--- config.mk ---
export PLATFORM = sky130hd
export DESIGN_NAME = frv_operand_stage
export DESIGN_NICKNAME = d
export VERILOG_FILES = /design/src/frv_operand_pkg.sv /design/src/frv_gprs.sv /design/src/frv_hazard.sv /design/src/frv_operand_issue.sv /design/src/frv_operand_stage.sv
export SDC_FILE = /design/constraint.sdc
export NUM_CORES = 2
export LEC_CHECK = 0
export BUFFER_PORTS_ARGS = -buffer_cell sky130_fd_sc_hd__buf_4
export CELL_PAD_IN_SITES_DETAIL_PLACEMENT = 1
export CELL_PAD_IN_SITES_GLOBAL_PLACEMENT = 2
export CORE_MARGIN = 2
export CORE_UTILIZATION = 40
export CTS_BUF_LIST = sky130_fd_sc_hd__clkbuf_8
export DETAILED_ROUTE_END_ITERATION = 8
export PLACE_DENSITY = 0.79
export SETUP_SLACK_MARGIN = 0.3
export SLEW_MARGIN = 20
export SYNTH_ARGS = -nofsm -noshare
export SYNTH_HDL_FRONTEND = slang
export SYNTH_SLANG_ARGS = --single-unit
--- constraint.sdc ---
create_clock -name g_clk -period 10.55 [get_ports g_clk]
set_clock_uncertainty 0.15 [all_clocks]
set_input_delay 2.11 -clock g_clk [delete_from_list [all_inputs] [get_ports g_clk]]
set_output_delay 2.11 -clock g_clk [all_outputs]
set_load 0.1 [all_outputs]
--- src/frv_operand_pkg.sv ---
// -------------------------------------------------------------------------
// Shared definitions for the operand stage.
// Word and register address widths, the opcodes that are decoded, the
// operand source select codes and the instruction word union.
// -------------------------------------------------------------------------

package frv_operand_pkg;

    // ---------------------------------------------------------------------
    // Widths
    // ---------------------------------------------------------------------

    localparam int XLEN       = 32;             // Data word width
    localparam int REG_ADDR_W = 5;              // GPR address width
    localparam int NUM_REGS   = 32;             // x0 .. x31

    // ---------------------------------------------------------------------
    // Opcodes
    // ---------------------------------------------------------------------

    localparam logic [6:0] OPC_OP     = 7'b0110011; // R-type ALU ops
    localparam logic [6:0] OPC_OP_IMM = 7'b0010011; // I-type ALU ops

    // Where an operand comes from, youngest tap first
    typedef enum logic [1:0] {
        FWD_GPR = 2'd0,                         // Register file read
        FWD_S2  = 2'd1,                         // Execute stage tap
        FWD_S3  = 2'd2,                         // Memory stage tap
        FWD_S4  = 2'd3                          // Writeback stage tap
    } fwd_sel_t;

    // ---------------------------------------------------------------------
    // Instruction word views
    // ---------------------------------------------------------------------

    typedef struct packed {
        logic [6:0]            funct7;          // Upper function bits
        logic [REG_ADDR_W-1:0] rs2;             // Source 2
        logic [REG_ADDR_W-1:0] rs1;             // Source 1
        logic [2:0]            funct3;          // Lower function bits
        logic [REG_ADDR_W-1:0] rd;              // Destination
        logic [6:0]            opcode;          // Major opcode
    } instr_r_t;

    typedef struct packed {
        logic [11:0]           imm12;           // Covers the rs2 field too
        logic [REG_ADDR_W-1:0] rs1;             // Source 1
        logic [2:0]            funct3;          // Lower function bits
        logic [REG_ADDR_W-1:0] rd;              // Destination
        logic [6:0]            opcode;          // Major opcode
    } instr_i_t;

    // Same 32 bits, read as R-type or I-type
    typedef union packed {
        instr_r_t r;                            // Register-register view
        instr_i_t i;                            // Register-immediate view
    } instr_word_u;

endpackage

--- src/frv_gprs.sv ---
// -------------------------------------------------------------------------
// General purpose register file.
// Two combinational read ports, one write port, x0 hardwired to zero.
// -------------------------------------------------------------------------

`timescale 1ns/100ps

module frv_gprs (
    input  logic                                 g_clk,     // Global clock
    input  logic                                 rst,       // Sync reset
    input  logic [frv_operand_pkg::REG_ADDR_W-1:0] rs1_addr,  // Source 1 addr
    input  logic [frv_operand_pkg::REG_ADDR_W-1:0] rs2_addr,  // Source 2 addr
    output logic [frv_operand_pkg::XLEN-1:0]       rs1_rdata, // Source 1 data
    output logic [frv_operand_pkg::XLEN-1:0]       rs2_rdata, // Source 2 data
    input  logic                                 rd_wen,    // Write enable
    input  logic [frv_operand_pkg::REG_ADDR_W-1:0] rd_addr,   // Write address
    input  logic [frv_operand_pkg::XLEN-1:0]       rd_wdata   // Write data
);

    import frv_operand_pkg::*;

    // x0 has no storage, only x1 .. x31 are held
    logic [XLEN-1:0] regs [1:NUM_REGS-1];

    // ---------------------------------------------------------------------
    // Write port
    // ---------------------------------------------------------------------

    always_ff @(posedge g_clk) begin
        if (rst) begin
            for (int i = 1; i < NUM_REGS; i++) begin
                regs[i] <= '0;                  // Start from a known state
            end
        end else if (rd_wen && (rd_addr != '0)) begin
            regs[rd_addr] <= rd_wdata;          // Writes to x0 dropped
        end
    end

    // ---------------------------------------------------------------------
    // Read ports
    // ---------------------------------------------------------------------

    // Old value is returned during a same-cycle write
    always_comb begin
        rs1_rdata = '0;                         // x0 reads zero
        rs2_rdata = '0;
        if (rs1_addr != '0) begin
            rs1_rdata = regs[rs1_addr];
        end
        if (rs2_addr != '0) begin
            rs2_rdata = regs[rs2_addr];
        end
    end

endmodule

--- src/frv_hazard.sv ---
// -------------------------------------------------------------------------
// Hazard check of the two source registers against the s2, s3 and s4
// forwarding taps. Produces the operand select codes and the bubble
// request for a pending load or CSR read.
// -------------------------------------------------------------------------

`timescale 1ns/100ps

module frv_hazard (
    input  logic [frv_operand_pkg::REG_ADDR_W-1:0] rs1_addr,    // Source 1
    input  logic [frv_operand_pkg::REG_ADDR_W-1:0] rs2_addr,    // Source 2
    input  logic [frv_operand_pkg::REG_ADDR_W-1:0] fwd_s2_rd,   // Execute rd
    input  logic [frv_operand_pkg::REG_ADDR_W-1:0] fwd_s3_rd,   // Memory rd
    input  logic [frv_operand_pkg::REG_ADDR_W-1:0] fwd_s4_rd,   // Writeback rd
    input  logic                                 fwd_s2_load, // s2 data late
    input  logic                                 fwd_s3_load, // s3 data late
    input  logic                                 fwd_s4_load, // s4 data late
    output frv_operand_pkg::fwd_sel_t            rs1_sel,     // Source 1 pick
    output frv_operand_pkg::fwd_sel_t            rs2_sel,     // Source 2 pick
    output logic                                 bubble       // Hold stage 1
);

    import frv_operand_pkg::*;

    // ---------------------------------------------------------------------
    // Address matches
    // ---------------------------------------------------------------------

    logic nz_rs1;                               // rs1 is not x0
    logic nz_rs2;                               // rs2 is not x0

    logic hzd_rs1_s2, hzd_rs1_s3, hzd_rs1_s4;
    logic hzd_rs2_s2, hzd_rs2_s3, hzd_rs2_s4;

    logic late_rs1;                             // Chosen rs1 tap not ready
    logic late_rs2;                             // Chosen rs2 tap not ready

    assign nz_rs1 = |rs1_addr;
    assign nz_rs2 = |rs2_addr;

    // A zero rd can only hit a zero source, so it never matches
    assign hzd_rs1_s2 = nz_rs1 && (rs1_addr == fwd_s2_rd);
    assign hzd_rs1_s3 = nz_rs1 && (rs1_addr == fwd_s3_rd);
    assign hzd_rs1_s4 = nz_rs1 && (rs1_addr == fwd_s4_rd);

    assign hzd_rs2_s2 = nz_rs2 && (rs2_addr == fwd_s2_rd);
    assign hzd_rs2_s3 = nz_rs2 && (rs2_addr == fwd_s3_rd);
    assign hzd_rs2_s4 = nz_rs2 && (rs2_addr == fwd_s4_rd);

    // ---------------------------------------------------------------------
    // Youngest match wins
    // ---------------------------------------------------------------------

    always_comb begin
        rs1_sel  = FWD_GPR;
        late_rs1 = 1'b0;
        if (hzd_rs1_s2) begin
            rs1_sel  = FWD_S2;
            late_rs1 = fwd_s2_load;
        end else if (hzd_rs1_s3) begin
            rs1_sel  = FWD_S3;
            late_rs1 = fwd_s3_load;
        end else if (hzd_rs1_s4) begin
            rs1_sel  = FWD_S4;
            late_rs1 = fwd_s4_load;
        end
    end

    always_comb begin
        rs2_sel  = FWD_GPR;
        late_rs2 = 1'b0;
        if (hzd_rs2_s2) begin
            rs2_sel  = FWD_S2;
            late_rs2 = fwd_s2_load;
        end else if (hzd_rs2_s3) begin
            rs2_sel  = FWD_S3;
            late_rs2 = fwd_s3_load;
        end else if (hzd_rs2_s4) begin
            rs2_sel  = FWD_S4;
            late_rs2 = fwd_s4_load;
        end
    end

    // Older ready taps are shadowed by a younger late one
    assign bubble = late_rs1 || late_rs2;

endmodule

--- src/frv_operand_issue.sv ---
// -------------------------------------------------------------------------
// Operand issue stage.
// Picks forwarded or register data per source and holds the stage 2
// register with its valid/busy handshake and flush.
// -------------------------------------------------------------------------

`timescale 1ns/100ps

module frv_operand_issue (
    input  logic                                 g_clk,        // Global clock
    input  logic                                 rst,          // Sync reset
    input  logic                                 flush,        // Drop stage
    input  logic                                 s1_valid,     // Input valid
    output logic                                 s1_busy,      // Input stall
    input  logic                                 bubble,       // Late operand
    input  frv_operand_pkg::fwd_sel_t            rs1_sel,      // Source 1 pick
    input  frv_operand_pkg::fwd_sel_t            rs2_sel,      // Source 2 pick
    input  logic [frv_operand_pkg::XLEN-1:0]       rs1_rdata,    // GPR rs1
    input  logic [frv_operand_pkg::XLEN-1:0]       rs2_rdata,    // GPR rs2
    input  logic [frv_operand_pkg::XLEN-1:0]       fwd_s2_wdata, // Execute data
    input  logic [frv_operand_pkg::XLEN-1:0]       fwd_s3_wdata, // Memory data
    input  logic [frv_operand_pkg::XLEN-1:0]       fwd_s4_wdata, // Writeback data
    input  logic [frv_operand_pkg::REG_ADDR_W-1:0] s1_rd,        // Destination
    input  logic [31:0]                          s1_instr,     // Raw word
    output logic                                 s2_valid,     // Output valid
    input  logic                                 s2_busy,      // Sink stall
    output logic [frv_operand_pkg::XLEN-1:0]       s2_rs1_data,  // Operand 1
    output logic [frv_operand_pkg::XLEN-1:0]       s2_rs2_data,  // Operand 2
    output logic [frv_operand_pkg::REG_ADDR_W-1:0] s2_rd,        // Destination
    output logic [31:0]                          s2_instr      // Raw word
);

    import frv_operand_pkg::*;

    logic            accept;                    // Stage 1 handshake fires
    logic [XLEN-1:0] opr_rs1;                   // Selected operand 1
    logic [XLEN-1:0] opr_rs2;                   // Selected operand 2

    // ---------------------------------------------------------------------
    // Operand select
    // ---------------------------------------------------------------------

    function automatic logic [XLEN-1:0] pick_operand(
        input fwd_sel_t        sel,
        input logic [XLEN-1:0] gpr
    );
        case (sel)
            FWD_S2:  return fwd_s2_wdata;       // Youngest result
            FWD_S3:  return fwd_s3_wdata;
            FWD_S4:  return fwd_s4_wdata;
            default: return gpr;                // No tap matched
        endcase
    endfunction

    assign opr_rs1 = pick_operand(rs1_sel, rs1_rdata);
    assign opr_rs2 = pick_operand(rs2_sel, rs2_rdata);

    // ---------------------------------------------------------------------
    // Handshake
    // ---------------------------------------------------------------------

    // Stall on a late operand, or while a held item is not consumed
    assign s1_busy = bubble || (s2_valid && s2_busy);
    assign accept  = s1_valid && !s1_busy;

    always_ff @(posedge g_clk) begin
        if (rst) begin
            s2_valid <= 1'b0;
        end else if (flush) begin
            s2_valid <= 1'b0;                   // Held and new item dropped
        end else if (accept) begin
            s2_valid <= 1'b1;
        end else if (!s2_busy) begin
            s2_valid <= 1'b0;                   // Consumed, nothing new
        end
    end

    // Payload only moves on accept, so it holds under back-pressure
    always_ff @(posedge g_clk) begin
        if (accept) begin
            s2_rs1_data <= opr_rs1;
            s2_rs2_data <= opr_rs2;
            s2_rd       <= s1_rd;
            s2_instr    <= s1_instr;
        end
    end

endmodule

--- src/frv_operand_stage.sv ---
// -------------------------------------------------------------------------
// Operand stage top level.
// Decodes the register fields of the instruction word and connects the
// register file, the hazard unit and the issue stage.
// -------------------------------------------------------------------------

`timescale 1ns/100ps

module frv_operand_stage (
    input  logic                                 g_clk,        // Global clock
    input  logic                                 rst,          // Sync reset
    input  logic                                 flush,        // Drop stage
    input  logic                                 s1_valid,     // Input valid
    output logic                                 s1_busy,      // Input stall
    input  frv_operand_pkg::instr_word_u         s1_instr,     // Instruction
    output logic                                 s2_valid,     // Output valid
    input  logic                                 s2_busy,      // Sink stall
    output logic [frv_operand_pkg::XLEN-1:0]       s2_rs1_data,  // Operand 1
    output logic [frv_operand_pkg::XLEN-1:0]       s2_rs2_data,  // Operand 2
    output logic [frv_operand_pkg::REG_ADDR_W-1:0] s2_rd,        // Destination
    output logic [31:0]                          s2_instr,     // Raw word
    input  logic [frv_operand_pkg::REG_ADDR_W-1:0] fwd_s2_rd,    // Execute tap
    input  logic [frv_operand_pkg::XLEN-1:0]       fwd_s2_wdata,
    input  logic                                 fwd_s2_load,
    input  logic [frv_operand_pkg::REG_ADDR_W-1:0] fwd_s3_rd,    // Memory tap
    input  logic [frv_operand_pkg::XLEN-1:0]       fwd_s3_wdata,
    input  logic                                 fwd_s3_load,
    input  logic [frv_operand_pkg::REG_ADDR_W-1:0] fwd_s4_rd,    // Writeback tap
    input  logic [frv_operand_pkg::XLEN-1:0]       fwd_s4_wdata,
    input  logic                                 fwd_s4_load,
    input  logic                                 gpr_wen,      // GPR write
    input  logic [frv_operand_pkg::REG_ADDR_W-1:0] gpr_rd,
    input  logic [frv_operand_pkg::XLEN-1:0]       gpr_wdata
);

    import frv_operand_pkg::*;

    // ---------------------------------------------------------------------
    // Register field decode
    // ---------------------------------------------------------------------

    logic                  is_op;               // R-type word
    logic                  is_op_imm;           // I-type word
    logic                  uses_rs2;            // rs2 field is a register
    logic [REG_ADDR_W-1:0] rs1_addr;
    logic [REG_ADDR_W-1:0] rs2_addr;
    logic [REG_ADDR_W-1:0] s1_rd;
    logic [XLEN-1:0]       rs1_rdata;
    logic [XLEN-1:0]       rs2_rdata;
    fwd_sel_t              rs1_sel;
    fwd_sel_t              rs2_sel;
    logic                  bubble;

    assign is_op     = s1_instr.r.opcode == OPC_OP;
    assign is_op_imm = s1_instr.i.opcode == OPC_OP_IMM;
    assign uses_rs2  = is_op;

    // Other opcodes read no sources and raise no hazard
    assign rs1_addr = (is_op || is_op_imm) ? s1_instr.i.rs1 : '0;
    // Immediate bits in the rs2 slot must not look like a source
    assign rs2_addr = uses_rs2 ? s1_instr.r.rs2 : '0;
    assign s1_rd    = s1_instr.r.rd;

    // ---------------------------------------------------------------------
    // Submodules
    // ---------------------------------------------------------------------

    frv_gprs i_gprs (
        .g_clk     (g_clk),
        .rst       (rst),
        .rs1_addr  (rs1_addr),
        .rs2_addr  (rs2_addr),
        .rs1_rdata (rs1_rdata),
        .rs2_rdata (rs2_rdata),
        .rd_wen    (gpr_wen),
        .rd_addr   (gpr_rd),
        .rd_wdata  (gpr_wdata)
    );

    frv_hazard i_hazard (
        .rs1_addr    (rs1_addr),
        .rs2_addr    (rs2_addr),
        .fwd_s2_rd   (fwd_s2_rd),
        .fwd_s3_rd   (fwd_s3_rd),
        .fwd_s4_rd   (fwd_s4_rd),
        .fwd_s2_load (fwd_s2_load),
        .fwd_s3_load (fwd_s3_load),
        .fwd_s4_load (fwd_s4_load),
        .rs1_sel     (rs1_sel),
        .rs2_sel     (rs2_sel),
        .bubble      (bubble)
    );

    frv_operand_issue i_issue (
        .g_clk        (g_clk),
        .rst          (rst),
        .flush        (flush),
        .s1_valid     (s1_valid),
        .s1_busy      (s1_busy),
        .bubble       (bubble),
        .rs1_sel      (rs1_sel),
        .rs2_sel      (rs2_sel),
        .rs1_rdata    (rs1_rdata),
        .rs2_rdata    (rs2_rdata),
        .fwd_s2_wdata (fwd_s2_wdata),
        .fwd_s3_wdata (fwd_s3_wdata),
        .fwd_s4_wdata (fwd_s4_wdata),
        .s1_rd        (s1_rd),
        .s1_instr     (s1_instr),             // Union flattens to 32 bits
        .s2_valid     (s2_valid),
        .s2_busy      (s2_busy),
        .s2_rs1_data  (s2_rs1_data),
        .s2_rs2_data  (s2_rs2_data),
        .s2_rd        (s2_rd),
        .s2_instr     (s2_instr)
    );

endmodule

* Word level (Yosys, flattened, before mapping) *
Memory sizes are Yosys's and may differ from the RTL's.
Cells that the tools add are included.
W data, S select, Z words.

cells by class
  multipliers = 0
  eq/ne operators = 15
  shift-type cells = 0
  bitwise logic cells = 0
  $lt $le $gt $ge = 0
  multiplexer cells = 28
  divide/modulo/power cells = 0
  $add $sub $neg = 0
  reductions and logical operators = 20

operators by type and width
  operator              number
  $pmux W32 S3          2
  $mux W32              3
  $reduce_or A32 Y1     1
  $eq A5 B5 Y1          6
  $mux W5               3
  $reduce_bool A5 Y1    3
  $mux W1               14
  $mux W2               6
  $reduce_or A5 Y1      2
  $logic_and A1 B1 Y1   9
  $eq A2 B2 Y1 const B  4
  $eq A7 B5 Y1 const B  1
  $eq A7 B6 Y1 const B  1
  $eq A2 B1 Y1 const B  2
  $logic_or A1 B1 Y1    3
  $ne A2 B1 Y1 const B  1
  $reduce_or A2 Y1      1
  $logic_not A1 Y1      1

word-level totals
  bits in latches = 0
  bits in registers = 102
  output and inout bits = 103
  logic and storage cells = 69
  memories = 1
  ROM bits = 0
  memory bits (writable) = 992

memory list
  name         depth  width  read ports  clocked after memory_dff  write ports  RTL line        RTL
  i_gprs.regs  31     32     2           0                         31           frv_gprs.sv:23  logic [XLEN-1:0] regs [1:NUM_REGS-1];

* Longest topological paths before layout *
  word-level depth = 13
  mapped depth = 12

* By module *
A second synthesis with hierarchy kept.

unflattened totals
  cell total of the unflattened synthesis = 3761
  area total of the unflattened synthesis = 59490.8 um^2

by module, submodules not included
  module             cells an instance  area an instance (um^2)  sequential area each (um^2)  instances
  frv_gprs           3500               54225.8                  30749.5                      1
  frv_operand_issue  185                4710.8                   3052.9                       1
  frv_hazard         63                 457.9                    0.0                          1
  frv_operand_stage  13                 96.3                     0.0                          1

* Worst setup path after synthesis *
OpenSTA, ideal clock, no wires.

  kind = input to register
  start point = input port s1_instr[6] (netlist bit)
  end point = register i_issue.s2_instr[0], enable pin
  setup time = 466 ps
  path slack = 3474 ps
  buffers on the path = 1
  stages = 8
  arrival = 6459 ps
  path through = or4b_1 > buf_4 > a211o_1 > or4_4 > and4_1 > o21ai_1 > and3_1 > and3_1

between the ends
  longest elaborated chain between the ends = 12
  elaborated cells between the ends (all ways) = 29
  classes of those cells = 8 x eq/ne; 8 x mux; 13 x reduce/logical

RTL lines
  what                                                     RTL line                                          RTL
  from (decl)                                              frv_operand_stage.sv:15                           input frv_operand_pkg::instr_word_u s1_instr,
  $eq A7 B6 Y1 / $eq A7 B5 Y1 (equally long branches)      frv_operand_stage.sv:54, frv_operand_stage.sv:55
  $logic_or A1 B1 Y1                                       frv_operand_stage.sv:59                           assign rs1_addr = (is_op || is_op_imm) ? s1_instr.i.rs1 : '0;
  $mux W5                                                  frv_operand_stage.sv:59
  $eq A5 B5 Y1 / $reduce_or A5 Y1 (equally long branches)  frv_hazard.sv:44, frv_hazard.sv:38
  $logic_and A1 B1 Y1                                      frv_hazard.sv:44                                  assign hzd_rs1_s4 = nz_rs1 && (rs1_addr == fwd_s4_rd);
  $mux W1                                                  frv_hazard.sv:63                                  end else if (hzd_rs1_s4) begin
  $mux W1                                                  frv_hazard.sv:60                                  end else if (hzd_rs1_s3) begin
  $mux W1                                                  frv_hazard.sv:57                                  if (hzd_rs1_s2) begin
  $logic_or A1 B1 Y1 *                                     frv_hazard.sv:85                                  assign bubble = late_rs1 || late_rs2;
  $logic_or A1 B1 Y1 *                                     frv_operand_issue.sv:63                           assign s1_busy = bubble || (s2_valid && s2_busy);
  $logic_not A1 Y1 *                                       frv_operand_issue.sv:64                           assign accept = s1_valid && !s1_busy;
  $logic_and A1 B1 Y1 *                                    frv_operand_issue.sv:64
  named net i_issue.accept                                 frv_operand_issue.sv:35                           logic accept;
  to (signal assigned)                                     frv_operand_issue.sv:84                           s2_instr <= s1_instr;
  to (decl)                                                frv_operand_issue.sv:30                           output logic [31:0] s2_instr

The timed path passes the listed nets; every way through them passes the cells marked *.
A chain may end at the register's enable or synchronous reset.

* Worst setup path in the final report *
  start point = input port s1_instr[6] (netlist bit)
  end point = output port s1_busy

between the ends
  longest elaborated chain between the ends = 10
  elaborated cells between the ends (all ways) = 27
  classes of those cells = 8 x eq/ne; 8 x mux; 11 x reduce/logical

RTL lines
  what                                                     RTL line                                          RTL
  $eq A7 B6 Y1 / $eq A7 B5 Y1 (equally long branches)      frv_operand_stage.sv:54, frv_operand_stage.sv:55
  $logic_or A1 B1 Y1                                       frv_operand_stage.sv:59
  $mux W5                                                  frv_operand_stage.sv:59
  $eq A5 B5 Y1 / $reduce_or A5 Y1 (equally long branches)  frv_hazard.sv:44, frv_hazard.sv:38
  $logic_and A1 B1 Y1                                      frv_hazard.sv:44
  $mux W1                                                  frv_hazard.sv:63
  $mux W1                                                  frv_hazard.sv:60
  $mux W1                                                  frv_hazard.sv:57
  $logic_or A1 B1 Y1 *                                     frv_hazard.sv:85
  $logic_or A1 B1 Y1 *                                     frv_operand_issue.sv:63
  to (decl)                                                frv_operand_stage.sv:14                           output logic s1_busy,

Every way passes the cells marked *; elsewhere a longest branch is shown, timed or not.

==> impl_results.md <==
* Status: finished, final reports clean
* Die area at 157,000 um2
* Async SR Flop Fraction at 0%
* Reg clk slew, reported paths at 60 ps
* PostCTS Resize Cnt at 0
* Leak at 24.5 nW
* Fill count at 16,400
* DRC Markers at 0
* Setup-failing EPs final at 0
* Post-route cell area at 69,300 um2
* Layout area overhead at 12.3%
* Total global routing overflow at 0
* Seq/Total Area, Yosys at 54.5%
* Antenna viol nets, final at 0
* Final Slew Violations at 0
* Peak Freq at 133 MHz
* Slew margin rel. at 9.17%
* Synth cell types at 76
* XOR/XNOR Fraction of Synth Area at 0.383%
* Mux contribution to synthesized area at 9.54%
* Share of layout cells above drive strength 1 at 17.9%
* Num CTS Buffers at 189
* Cts-stage hold buffer count at 0
* Chip Height at 397 um
* Crit end category: output port
* Hold crit path type: reg2reg
* Tmin final at 7500 ps
* Setup TNS at 0 ps
* Initial antenna violation count at 47
* Area after DPL at 66,000 um2
* Starting Density at 40.1%
* Combinational family with the most area after synthesis: simple AND/OR/NAND/NOR gates
* Post-synth EDFFs at 1,120
* Req. time, crit path at 8290 ps
* Critical path type: in2out
* Max cap viols at 0
* GRT Util Overall at 36.5%
* Largest net degree at the start of global routing at 91
* CTS Buffer Depth at 3
* Core area at 154,000 um2
* Number of synthesis warnings at 0
* Vias in the first global route at 51,300
* Chip width at 397 um
* Gate Count Post-Synth at 5,550
* Routability congestion estimate from global placement at 0.957
* Clock Root Buffer: clkbuf_8
* Via Count at 52,500
* Drt wl/cell at 37.5 um
* Main synth FF type: edfxtp_1
* IO Pins at 292
* H-tree levels at 4
* Max Fanout on Critical Path at 22
* Vias per Instance at 6.68
* Crit path DAT at 5240 ps
* First-pass GRT wire length at 403,000 um
* Worst vdd ir at 0.0977 mV
* Adder-Cell Fraction of Synth Area at 0%
* Simple-Gate Fraction of Synth Area at 17.4%
* RSZ-0062 raised after global routing: no
* Mean Syn Cell Area at 11.1 um2
* Nets at 5,840
* DR pass1 iterations at 6
* DP HPWL at 181,000 um
* Flop and latch count out of synthesis at 1,121
* CTS tree: built
* Layout Utilization at 45.1%
* Final period utilization at 71.1%
* Worst-Skew Late Latency at 960 ps
* CP Launch Type: primary input
* Mapped Area at 61,700 um2
* Worst-margin pin slew at 1350 ps
* Pwr dens at 145 nW/um2
* # rows at 144
* Clock sink total at 1,121
* Final Hold Violating Endpoints at 0
* Post CTS Setup Buffer Count at 0
* Fin Hold WS at 547 ps
* Initial DRC Count at 8,238
* I/O Buffers at 291
* Routed WL at 295,000 um
* Area fraction in compound gates after synthesis at 14.2%
## logic make-up (layout without fill, tap and decap cells)
kind of cell / count (synthesis) / in the layout
simple gates: 1984 / 1984
compound gates: 1316 / 1316
flops: 1121 / 1121
buf+inv: 617 / 827
mux: 484 / 484
xor+xnor: 27 / 27
other cells: 1 / 53
## metrics by stage
stage,power (mW),setup slack [ps],instances
floorplan,6.01,3470,5581
global placement,6.52,3060,7502
detailed placement,6.55,3090,7503
CTS,10.0,3080,7834
global route,10.3,2920,7838
finish,10.1,3050,7856
## registers in the layout (all words and copies together), names as in the netlist
name and flops:
i_gprs.regs 1024, i_issue.s2_instr 28, i_issue.s2_rd 4, i_issue.s2_rs1_data 32
i_issue.s2_rs2_data 32, i_issue.s2_valid 1
## critical path, cell delays in order
cell and delay [ps]:
buf_4 130, or4b_2 670, buf_4 260, a211o_1 390, or4_4 720, and4_1 270
o21ai_1 170, and3_1 200, nand2_1 70, buf_4 230
## synth_stat cells, types with 67 or more instances
master / instances / area share, %
edfxtp_1: 1120 / 55
and2_1: 997 / 10
clkbuf_1: 452 / 2.7
nor2_1: 317 / 1.9
a21oi_1: 301 / 2.4
nand2_1: 268 / 1.6
o21ai_0: 263 / 2.1
mux2i_1: 256 / 4.2
o221ai_1: 168 / 2.4
mux2_2: 161 / 2.9
nand3_1: 157 / 1.3
o22ai_1: 133 / 1.3
a211oi_1: 101 / 1.2
mux4_2: 67 / 2.4
## worst paths after layout
path,from,to,slack [ps],cells past startpoint
setup / recovery,s1_instr[6],s1_busy,3050,10
hold / removal,i_issue.s2_valid,i_issue.s2_valid,550,4
setup reg to reg,i_gprs.regs[13][14],i_issue.s2_rs1_data[14],7060,5
hold reg to reg,i_issue.s2_valid,i_issue.s2_valid,550,4
## layer usage
layer	vias up	part of all wire, %	GRT usage [%]
met5	-	0.055	0
met1	26700	38	48.3
met3	803	14	11.3
met4	24	5.1	17.0
li1	20900	-	-
met2	4032	43	54.6
## power by group
group | internal [mW] | total, mW | switching [mW]
Sequential | 5.15 | 5.30 | 0.146
Clock | 1.67 | 3.57 | 1.89
Combinational | 0.347 | 1.21 | 0.859
## cell usage in the layout (no fill, tap or decap), types with 133 or more instances in the layout
cell type,instances
o221ai_1,168
edfxtp_1,1120
clkbuf_8,192
and2_1,995
nor2_1,282
mux2i_1,256
nand3_1,152
o21ai_0,263
buf_4,442
o22ai_1,133
a21oi_1,300
nand2_1,264
mux2_2,161
## layout make-up
class                      instances  area (um2)  area share (%)
multi-input combinational       3843       26200            37.8
timing repair buffer             453        3500            5.04
clock inverter                   139         573           0.827
inverter                          43         163           0.235
antenna                           21        52.6          0.0758
clock buffer                     192        2640            3.81
sequential                      1121       33700            48.6
tap                             2044        2560            3.69
No activity file was read; power rests on OpenSTA's default activity.
